[config.mk]
export PLATFORM = sky130hd
export DESIGN_NAME = mikie_board
export DESIGN_NICKNAME = d
export VERILOG_FILES = /design/src/verilog/mikie_pkg.sv /design/src/verilog/mikie_board.sv /design/src/verilog/mikie_colmix.sv /design/src/verilog/mikie_vtimer.sv /design/src/verilog/mikie_rom_loader.sv /design/src/verilog/mikie_clocks.sv
export VERILOG_INCLUDE_DIRS = /design/src /design/src/include
export SDC_FILE = /design/constraint.sdc
export NUM_CORES = 2
export LEC_CHECK = 0
export BUFFER_PORTS_ARGS = -buffer_cell sky130_fd_sc_hd__buf_2
export CAP_MARGIN = 20
export CORE_MARGIN = 2
export CORE_UTILIZATION = 38
export CTS_CLUSTER_DIAMETER = 60
export CTS_CLUSTER_SIZE = 30
export DETAILED_ROUTE_END_ITERATION = 12
export PLACE_DENSITY_LB_ADDON = 0.25
export SYNTH_ARGS = -nofsm -noshare
export SYNTH_HDL_FRONTEND = slang
export SYNTH_SLANG_ARGS = --single-unit
[constraint.sdc]
create_clock -name clk -period 16.7 [get_ports clk]
set_input_delay 3.34 -clock clk [delete_from_list [all_inputs] [get_ports clk]]
set_output_delay 3.34 -clock clk [all_outputs]
set_load 0.02 [all_outputs]
[src/include/mikie_defines.svh]
/*
 * Board constants for the arcade core glue logic
 * Holds the ROM download map and the video raster geometry.
 * Include this file wherever a region boundary or a raster size is needed.
 */
`ifndef MIKIE_DEFINES_SVH
`define MIKIE_DEFINES_SVH

// Download address bus
`define MIKIE_ADDR_W      22

// Byte start of each ROM region in the download stream
`define MIKIE_SCR_START   22'h01_0000
`define MIKIE_OBJ_START   22'h01_8000
`define MIKIE_PROM_START  22'h03_8000

// Horizontal geometry in pixels
`define MIKIE_HTOTAL      384
`define MIKIE_HACTIVE     256
`define MIKIE_HS_START    288
`define MIKIE_HS_LEN      32

// Vertical geometry in lines
`define MIKIE_VTOTAL      264
`define MIKIE_VACTIVE     224
`define MIKIE_VS_START    240
`define MIKIE_VS_LEN      8

// Raster counter width
`define MIKIE_CNT_W       9

`endif
[src/verilog/mikie_pkg.sv]
/*
 * Shared types of the board glue logic
 * The download region classes, one download write as seen by the
 * memory side, and the bundle of sync and blanking levels.
 */
`include "mikie_defines.svh"

package mikie_pkg;

    // Which part of the ROM set a download byte belongs to
    typedef enum logic [1:0] {
        REG_CODE = 2'd0,
        REG_SCR  = 2'd1,
        REG_OBJ  = 2'd2,
        REG_PROM = 2'd3
    } rom_region_e;

    // One write toward the memory side
    typedef struct packed {
        logic [`MIKIE_ADDR_W-1:0] addr;
        logic [7:0]               data;
        logic                     we;
    } dl_write_t;

    // Video sync and blanking, all levels
    typedef struct packed {
        logic hs;
        logic vs;
        logic lhbl;   // high on active pixels of a line
        logic lvbl;   // high on active lines of a frame
        logic v16;
    } video_sync_t;

endpackage

[src/verilog/mikie_board.sv]
/*
 * Board glue top level
 * Ties together the pixel enables, the ROM download path, the raster
 * timer and the colour stage. The renderer and the memory controller
 * connect from outside through hcnt/vcnt, pix_idx and prog.
 */
`timescale 1ns/10ps
`include "mikie_defines.svh"

module mikie_board (
    input  logic                     clk,
    input  logic                     reset,
    input  logic [`MIKIE_ADDR_W-1:0] ioctl_addr,
    input  logic [7:0]               ioctl_dout,
    input  logic                     ioctl_wr,
    input  logic [4:0]               pix_idx,
    input  logic [2:0]               pal_sel,
    output mikie_pkg::dl_write_t     prog,
    output logic                     pxl_cen,
    output logic                     pxl2_cen,
    output logic [`MIKIE_CNT_W-1:0]  hcnt,
    output logic [`MIKIE_CNT_W-1:0]  vcnt,
    output logic                     HS,
    output logic                     VS,
    output logic                     LHBL,
    output logic                     LVBL,
    output logic                     V16,
    output logic [3:0]               red,
    output logic [3:0]               green,
    output logic [3:0]               blue
);

    mikie_pkg::video_sync_t sync;
    logic                   prom_we;
    logic [9:0]             prom_addr;
    logic [3:0]             prom_data;

    mikie_clocks u_clocks (
        .clk       ( clk       ),
        .reset     ( reset     ),
        .pxl2_cen  ( pxl2_cen  ),
        .pxl_cen   ( pxl_cen   )
    );

    mikie_rom_loader u_loader (
        .clk        ( clk        ),
        .reset      ( reset      ),
        .ioctl_addr ( ioctl_addr ),
        .ioctl_dout ( ioctl_dout ),
        .ioctl_wr   ( ioctl_wr   ),
        .prog       ( prog       ),
        .prom_we    ( prom_we    ),
        .prom_addr  ( prom_addr  ),
        .prom_data  ( prom_data  )
    );

    mikie_vtimer u_vtimer (
        .clk      ( clk      ),
        .reset    ( reset    ),
        .pxl_cen  ( pxl_cen  ),
        .sync     ( sync     ),
        .hcnt     ( hcnt     ),
        .vcnt     ( vcnt     )
    );

    mikie_colmix u_colmix (
        .clk       ( clk       ),
        .reset     ( reset     ),
        .pxl_cen   ( pxl_cen   ),
        .sync      ( sync      ),
        .pix_idx   ( pix_idx   ),
        .pal_sel   ( pal_sel   ),
        .prom_we   ( prom_we   ),
        .prom_addr ( prom_addr ),
        .prom_data ( prom_data ),
        .red       ( red       ),
        .green     ( green     ),
        .blue      ( blue      )
    );

    // Sync levels out to the video connector
    assign HS   = sync.hs;
    assign VS   = sync.vs;
    assign LHBL = sync.lhbl;
    assign LVBL = sync.lvbl;
    assign V16  = sync.v16;

endmodule

[src/verilog/mikie_colmix.sv]
/*
 * Colour output stage
 * Three 256x4 colour PROMs, loaded from the download stream, turn the
 * renderer's pixel index and the palette bank into 4-bit RGB. Two
 * pxl_cen stages of latency, with blanking delayed alongside.
 */
`timescale 1ns/10ps

module mikie_colmix (
    input  logic                   clk,
    input  logic                   reset,
    input  logic                   pxl_cen,
    input  mikie_pkg::video_sync_t sync,
    input  logic [4:0]             pix_idx,
    input  logic [2:0]             pal_sel,
    input  logic                   prom_we,
    input  logic [9:0]             prom_addr,
    input  logic [3:0]             prom_data,
    output logic [3:0]             red,
    output logic [3:0]             green,
    output logic [3:0]             blue
);

    logic [3:0] red_rom   [0:255];
    logic [3:0] green_rom [0:255];
    logic [3:0] blue_rom  [0:255];

    logic [7:0] lut_addr;
    logic       blank_s1;

    // PROM load, bits 9:8 pick the colour
    always_ff @(posedge clk) begin
        if (prom_we) begin
            case (prom_addr[9:8])
                2'd0:    red_rom[prom_addr[7:0]]   <= prom_data;
                2'd1:    green_rom[prom_addr[7:0]] <= prom_data;
                2'd2:    blue_rom[prom_addr[7:0]]  <= prom_data;
                default: ;
            endcase
        end
    end

    // First stage samples the index
    always_ff @(posedge clk) begin
        if (pxl_cen) begin
            lut_addr <= {pal_sel, pix_idx};
        end
    end

    // Blanking follows the pixel through both stages
    always_ff @(posedge clk) begin
        if (reset) begin
            blank_s1 <= 1'b0;
        end else if (pxl_cen) begin
            blank_s1 <= ~(sync.lhbl & sync.lvbl);
        end
    end

    // Second stage looks up the PROMs
    always_ff @(posedge clk) begin
        if (reset) begin
            red   <= 4'd0;
            green <= 4'd0;
            blue  <= 4'd0;
        end else if (pxl_cen) begin
            red   <= blank_s1 ? 4'd0 : red_rom[lut_addr];
            green <= blank_s1 ? 4'd0 : green_rom[lut_addr];
            blue  <= blank_s1 ? 4'd0 : blue_rom[lut_addr];
        end
    end

endmodule

[src/verilog/mikie_vtimer.sv]
/*
 * Video raster timing
 * Horizontal and vertical counters stepped by pxl_cen, decoded into
 * sync and blanking levels. The counts are also exported so that a
 * tile and sprite renderer can follow the beam.
 */
`timescale 1ns/10ps
`include "mikie_defines.svh"

module mikie_vtimer (
    input  logic                    clk,
    input  logic                    reset,
    input  logic                    pxl_cen,
    output mikie_pkg::video_sync_t  sync,
    output logic [`MIKIE_CNT_W-1:0] hcnt,
    output logic [`MIKIE_CNT_W-1:0] vcnt
);

    localparam logic [`MIKIE_CNT_W-1:0] H_LAST   = `MIKIE_HTOTAL - 1;
    localparam logic [`MIKIE_CNT_W-1:0] V_LAST   = `MIKIE_VTOTAL - 1;
    localparam logic [`MIKIE_CNT_W-1:0] H_ACTIVE = `MIKIE_HACTIVE;
    localparam logic [`MIKIE_CNT_W-1:0] V_ACTIVE = `MIKIE_VACTIVE;
    localparam logic [`MIKIE_CNT_W-1:0] HS_ON    = `MIKIE_HS_START;
    localparam logic [`MIKIE_CNT_W-1:0] HS_OFF   = `MIKIE_HS_START + `MIKIE_HS_LEN;
    localparam logic [`MIKIE_CNT_W-1:0] VS_ON    = `MIKIE_VS_START;
    localparam logic [`MIKIE_CNT_W-1:0] VS_OFF   = `MIKIE_VS_START + `MIKIE_VS_LEN;

    logic h_wrap;

    assign h_wrap = (hcnt == H_LAST);

    // Pixel counter
    always_ff @(posedge clk) begin
        if (reset) begin
            hcnt <= '0;
        end else if (pxl_cen) begin
            hcnt <= h_wrap ? '0 : hcnt + 1'b1;
        end
    end

    // Line counter, steps once per line
    always_ff @(posedge clk) begin
        if (reset) begin
            vcnt <= '0;
        end else if (pxl_cen && h_wrap) begin
            vcnt <= (vcnt == V_LAST) ? '0 : vcnt + 1'b1;
        end
    end

    // Decoded straight from the counters so the windows line up exactly
    always_comb begin
        sync.hs   = (hcnt >= HS_ON) && (hcnt < HS_OFF);
        sync.vs   = (vcnt >= VS_ON) && (vcnt < VS_OFF);
        sync.lhbl = (hcnt < H_ACTIVE);
        sync.lvbl = (vcnt < V_ACTIVE);
        sync.v16  = vcnt[4];
    end

endmodule

[src/verilog/mikie_rom_loader.sv]
/*
 * Download side of the board
 * Sorts each ioctl write into a ROM region, swaps scroll ROM nibbles,
 * reorders object ROM addresses and registers the result for the
 * memory side. Colour PROM bytes also go out on the PROM write port.
 */
`timescale 1ns/10ps
`include "mikie_defines.svh"

module mikie_rom_loader (
    input  logic                     clk,
    input  logic                     reset,
    input  logic [`MIKIE_ADDR_W-1:0] ioctl_addr,
    input  logic [7:0]               ioctl_dout,
    input  logic                     ioctl_wr,
    output mikie_pkg::dl_write_t     prog,
    output logic                     prom_we,
    output logic [9:0]               prom_addr,
    output logic [3:0]               prom_data
);

    localparam logic [`MIKIE_ADDR_W-1:0] SCR_START  = `MIKIE_SCR_START;
    localparam logic [`MIKIE_ADDR_W-1:0] OBJ_START  = `MIKIE_OBJ_START;
    localparam logic [`MIKIE_ADDR_W-1:0] PROM_START = `MIKIE_PROM_START;
    // Red, green and blue PROMs of 256 entries each
    localparam logic [`MIKIE_ADDR_W-1:0] PROM_BYTES = 22'd768;

    mikie_pkg::rom_region_e   region;
    logic [`MIKIE_ADDR_W-1:0] post_addr;
    logic [7:0]               post_data;
    logic [`MIKIE_ADDR_W-1:0] prom_off;
    logic                     prom_hit;

    logic [`MIKIE_ADDR_W-1:0] addr_q;
    logic [7:0]               data_q;
    logic                     we_q;

    always_comb begin
        if (ioctl_addr < SCR_START) begin
            region = mikie_pkg::REG_CODE;
        end else if (ioctl_addr < OBJ_START) begin
            region = mikie_pkg::REG_SCR;
        end else if (ioctl_addr < PROM_START) begin
            region = mikie_pkg::REG_OBJ;
        end else begin
            region = mikie_pkg::REG_PROM;
        end
    end

    // Undo the board scrambling
    always_comb begin
        post_addr = ioctl_addr;
        post_data = ioctl_dout;
        if (region == mikie_pkg::REG_SCR) begin
            post_data = {ioctl_dout[3:0], ioctl_dout[7:4]};
        end
        if (region == mikie_pkg::REG_OBJ) begin
            post_addr[15]  = ioctl_addr[0];
            post_addr[14]  = ioctl_addr[15];
            post_addr[0]   = ~ioctl_addr[14];
            post_addr[2:1] = ioctl_addr[5:4] + 2'd1;
            post_addr[6:3] = {ioctl_addr[6], ioctl_addr[3:1]};
        end
    end

    assign prom_off = ioctl_addr - PROM_START;
    assign prom_hit = (region == mikie_pkg::REG_PROM) && (prom_off < PROM_BYTES);

    always_ff @(posedge clk) begin
        if (reset) begin
            we_q    <= 1'b0;
            prom_we <= 1'b0;
        end else begin
            we_q    <= ioctl_wr;
            prom_we <= ioctl_wr & prom_hit;
        end
    end

    // Payload registers, only qualified by the strobes above
    always_ff @(posedge clk) begin
        addr_q    <= post_addr;
        data_q    <= post_data;
        prom_addr <= prom_off[9:0];
        prom_data <= ioctl_dout[3:0];
    end

    assign prog = '{addr: addr_q, data: data_q, we: we_q};

endmodule

[src/verilog/mikie_clocks.sv]
/*
 * Pixel clock enables from the 48 MHz system clock
 * pxl2_cen pulses once every 4 clocks and pxl_cen once every 8,
 * always together with a pxl2_cen pulse.
 */
`timescale 1ns/10ps

module mikie_clocks (
    input  logic clk,
    input  logic reset,
    output logic pxl2_cen,
    output logic pxl_cen
);

    logic [2:0] div;

    // Free running divider
    always_ff @(posedge clk) begin
        if (reset) begin
            div <= 3'd0;
        end else begin
            div <= div + 3'd1;
        end
    end

    // Registered pulses, one clk wide
    always_ff @(posedge clk) begin
        if (reset) begin
            pxl2_cen <= 1'b0;
            pxl_cen  <= 1'b0;
        end else begin
            pxl2_cen <= (div[1:0] == 2'd3);
            // Every second pxl2_cen
            pxl_cen  <= (div == 3'd7);
        end
    end

endmodule

## Word-level counts from Yosys, hierarchy flattened

Memory sizes are Yosys's and may differ from the RTL's. A register that Yosys moved wholly into a read port is not among the register bits.
Cells that the tools add are included.

| storage, ports and cells | value |
|---|---|
| memories | 3 |
| bits in latches | 0 |
| memory bits (read-only) | 0 |
| register bits after elaboration | 90 |
| memory bits (writable) | 3,072 |
| word-level logic and storage cells | 75 |
| output and inout port bits | 68 |
| bits of input ports | 41 |

| cells by class | value |
|---|---|
| shift-type cells | 0 |
| $mul | 0 |
| equal/unequal tests | 9 |
| reductions and logical operators | 5 |
| bitwise operators | 4 |
| mux-type cells | 23 |
| magnitude comparators | 10 |
| $add $sub $neg | 5 |
| divide/modulo/power cells | 0 |

Memory list:

| name | words | width | rd ports | clocked after Yosys merged registers in | wr ports | line | source |
|---|---|---|---|---|---|---|---|
| u_colmix.blue_rom | 256 | 4 | 1 | 1 | 1 | mikie_colmix.sv:26 | `logic [3:0] blue_rom [0:255];` |
| u_colmix.green_rom | 256 | 4 | 1 | 1 | 1 | mikie_colmix.sv:25 | `logic [3:0] green_rom [0:255];` |
| u_colmix.red_rom | 256 | 4 | 1 | 1 | 1 | mikie_colmix.sv:24 | `logic [3:0] red_rom [0:255];` |

Operators with widths:

| cell | count |
|---|---|
| $lt 22x17->1 const B | 2 |
| $mux 8 | 4 |
| $lt 22x10->1 const B | 1 |
| $lt 22x18->1 const B | 1 |
| $sub 22x18->22 const B | 1 |
| $add 9x1->9 const B | 2 |
| $eq 9x9->1 const B | 2 |
| $lt 9x8->1 const B | 2 |
| $lt 9x9->1 const B | 2 |
| $mux 9 | 2 |
| $mux 4 | 3 |
| $mux 1 | 10 |
| $ge 9x8->1 const B | 1 |
| $ge 9x9->1 const B | 1 |
| $eq 2x2->1 const B | 4 |
| $mux 2 | 3 |
| $mux 6 | 1 |
| $eq 2x1->1 const B | 2 |
| $logic_and 1x1->1 | 4 |
| $add 3x1->3 const B | 1 |
| $eq 3x3->1 const B | 1 |
| $add 2x1->2 const B | 1 |
| $and 1x1->1 | 2 |
| $logic_not 2->1 | 1 |
| $not 1->1 | 2 |

## Depth between registers and ports, before layout

| logic depth | value |
|---|---|
| depth after elaboration | 7 |
| mapped depth | 13 |

## Hierarchy

Synthesis repeated with hierarchy kept, for this count alone.

| second synthesis, totals | value |
|---|---|
| cell total of the unflattened synthesis | 6,498 |
| area total of the unflattened synthesis | 125,369.0 um^2 |

Modules (own cells, without submodules):

| module | area each (um^2) | instances | sequential area each (um^2) | cells each |
|---|---|---|---|---|
| mikie_colmix | 122,957.9 | 1 | 92,909.1 | 6,276 |
| mikie_rom_loader | 1,288.7 | 1 | 840.8 | 95 |
| mikie_vtimer | 968.4 | 1 | 360.3 | 115 |
| mikie_clocks | 153.9 | 1 | 100.1 | 12 |

## Worst setup path before layout

OpenSTA, ideal clock, no wires.

| path | value |
|---|---|
| kind | flip-flop to flip-flop |
| start | reg u_loader.prom_data[0] |
| end | mem u_colmix.blue_rom[0][0] (data pin) |
| data required time | 14.541 ns |
| period minus slack after synthesis | 11.775 ns |
| setup slack | 4.925 ns |
| setup time | 2.159 ns |
| cell stages (with the launch flop) | 1 |
| arrival time | 9.615 ns |
| cell sequence | dfxtp_1 |

RTL lines:

| element | line | source |
|---|---|---|
| start, declared | mikie_rom_loader.sv:19 | `output logic [3:0] prom_data` |
| start signal, assigned | mikie_rom_loader.sv:84 | `prom_data <= ioctl_dout[3:0];` |
| end, declared | mikie_colmix.sv:26 |  |

No word-level cell before the write port.

==> run metrics <==
Peak VDD IR=around 0.089 mV; num ports=109; multiplexer share of the synthesized area=15.0%; Final setup viols=0; number of synthesized register bits=~3200; post-route design area=between 100000 and 150000 µm²; starting density of the core=38.1%; Max Cap Viol=0; Clk pin slew, worst setup/hold paths=~0.090 ns; synthesized area=124000 µm²; most frequent CP cell=buf_4; compound-cell area share of the yosys netlist=around 2.5%; GPL Wtd Cong=between 0.8 and 0.9; hold path cells=1; Die ar.=approximately 330000 µm²; H-tree depth=4; unrepaired setup endpoints after global routing=false; largest net degree at the start of global routing=roughly 220; CTS tree=yes; share of layout cells above drive strength 1=about 22%; asr flop ratio synth=0%; Post-Synth Simple-Gate Area=4.64%; top-count cell post-synth=edfxtp_1; die width=576 µm; max frequency=about 180 MHz; Final Critical Period=about 5.5 ns; cell accounting for the most synthesized area=edfxtp_1; Worst-Margin Slew=between 1 and 1.5 ns; Clock Skew=0.0518 ns; post-CTS sizing=0; grt ovf=0; antenna violations before repair=18; drt first pass iters=8; postcts setup bufs=0; WS Path Type=flop to flop; TNS Setup=0 ns; Die Ht=between 500 and 600 µm; status=completed; sequential share of the synthesized area=approximately three quarters; area occupied by multi-input gates=about 28000 µm²; Post-synth EDFFs=3080; PwrDens=107 nW/µm²; Reg2Reg Depth=10; Mapped Cells=between 6000 and 7000; DRC Markers=0; final wirelength=roughly 350 mm; post-synth cell types=slightly below 70; Final Hold Fails=0; Yosys Warn Count=0; vias in the first global route=~64000; Worst setup EP type=flop; total CTS buffers=205; Area contributors post-synth=edfxtp_1, mux4_2, nor2_1; area share of the largest cell type after synthesis=between 70% and 80%; largest family of logic cells by synthesized area=multiplexers; XOR/XNOR Fraction of Synth Area=0.113%; Skew-Pair Late Insertion Delay=0.91 ns; Worst Path Required=approximately 17 ns; CTS Hold Bufs=0; worst hold start=u_clocks.div[0]; GRT Util Overall=roughly a fifth; clock buffer depth=4; DPL Wire Length=around 210 mm; Setup crit start kind=flop; dominant synthesized flop cell=edfxtp_1; critical path depth=10; CP cell instances=buf_4, buf_12, buf_4, buf_4, mux4_2, mux2i_1, mux4_2, and2_1, a211o_1, a22oi_1; fin nets=between 6000 and 7000; Post-Synthesis Net Count=about 6500; Port-buffer cells=approximately 110; Worst slew margin=between 10% and 20%; slowest CP cell=dfxtp_4; Critical Path Fanout Max=94; Hold/Removal Path Class=flop to flop; crit-path max cell delay=0.76 ns; top cells by count, synth=edfxtp_1, nor2_1, mux4_2; num rows=210; Post-DRT Antenna Nets=0; routed vias/inst=about 6; Placed Area=130000 µm²; Top delay family on crit path=buffers and inverters; clock root buffer=clkbuf_16; Core Box Area=326000 µm²; Slew Viols, Final=0; Via Count=~64000; Post-Syn Area per Cell=just under 20 µm²; 1st-iter DRT viols=~8400; P_leak=a little over 0.04 µW; Synth-to-Final Area Change=10.3%; Post-Synth Adder-Cell Area=0.0604%; storage element area=94200 µm²; # clock sinks=3166; crit path buf inv count=4; DR WL/cell=32.3 µm; Tcrit/Tclk final=~33%; fill cell count=approximately 28000; WP data arrival=6.30 ns; first-pass GRT wire length=~500 mm
==> power by group <==
part / leakage, µW / switching (µW) / internal, µW
Sequential: 0.0284 / 20.1 / 8700
Clock: 0.00361 / 3120 / 2620
Combinational: 0.00944 / 179 / 37.1
Total: 0.0414 / 3320 / 11400
==> final cells by class <==
cell class	instances	share of cell area, %
tap	4346	3.97
sequential	3166	68.7
timing repair buffer	274	1.45
clock inverter	168	1.64
multi-input combinational	2807	20.3
antenna	4	0.00730
inverter	8	0.0329
clock buffer	217	3.84
==> kinds of logic after synthesis <==
| kind of cell | count (synthesis) |
|---|---|
| AOI/OAI and AO/OA | 447 |
| xor gates and xnor gates | 16 |
| adders and majority gates | 6 |
| buffers and inverters | 451 |
| DFF | 3166 |
| muxes | 948 |
| and+or+nand+nor | 1390 |
==> cells in the final DEF (no fill, tap or decap), types with 41 or more instances in the layout <==
cell type	netlist	final
mux4_2	718	718
nand2_1	258	222
mux2_2	41	41
o22ai_1	100	100
nand3_1	75	69
a21oi_1	71	71
o21ai_0	48	48
buf_2	63	108
edfxtp_1	3080	3080
nor3_1	74	74
clkbuf_16	0	209
a22oi_1	47	47
nor2_1	850	847
buf_4	50	149
mux2i_1	184	184
dfxtp_1	86	75
==> through the flow <==
stage / hold WS [ns] / total power, µW / util [%] / setup WS (ns) / instances
6_report: 0.434 / 14700 / 42.0 / 11.18 / 11000
3_3_place_gp: 0.409 / 9110 / 39.7 / 10.90 / 10600
3_5_place_dp: 0.417 / 9120 / 39.7 / 10.90 / 10600
4_1_cts: 0.435 / 14800 / 42.0 / 11.08 / 11000
5_1_grt: 0.457 / 15100 / 42.0 / 10.79 / 11000
2_1_floorplan: 0.399 / 9090 / - / 4.93 / 6424
==> worst paths after layout <==
path / endpoint / slack [ns]
min: u_clocks.div[0] / 0.43
max reg2reg: u_colmix.red[1] / 11.18
max: u_colmix.red[1] / 11.18
min reg2reg: u_clocks.div[0] / 0.43
==> state kept, by name, indices dropped and copies added (netlist names), 3 cells and up, named ones only <==
register,flops
u_colmix.green,4
u_loader.prom_addr,9
u_loader.addr_q,19
u_colmix.red_rom,1024
u_loader.data_q,8
u_vtimer.vcnt,9
u_colmix.lut_addr,8
u_clocks.div,3
u_loader.prom_data,4
u_colmix.blue_rom,1024
u_colmix.red,4
u_vtimer.hcnt,9
u_colmix.blue,4
u_colmix.green_rom,1024
==> routing by layer <==
| metal | track usage, % | vias up | routed length, µm |
|---|---|---|---|
| met1 | 29.0 | 34600 | 143000 |
| met2 | 34.5 | 2889 | 172000 |
| met4 | 6.02 | 10 | 10600 |
| met3 | 3.45 | 482 | 28400 |
| li1 | - | 26000 | - |
| met5 | 0 | - | 61 |
(Power assumes the default switching activity.)
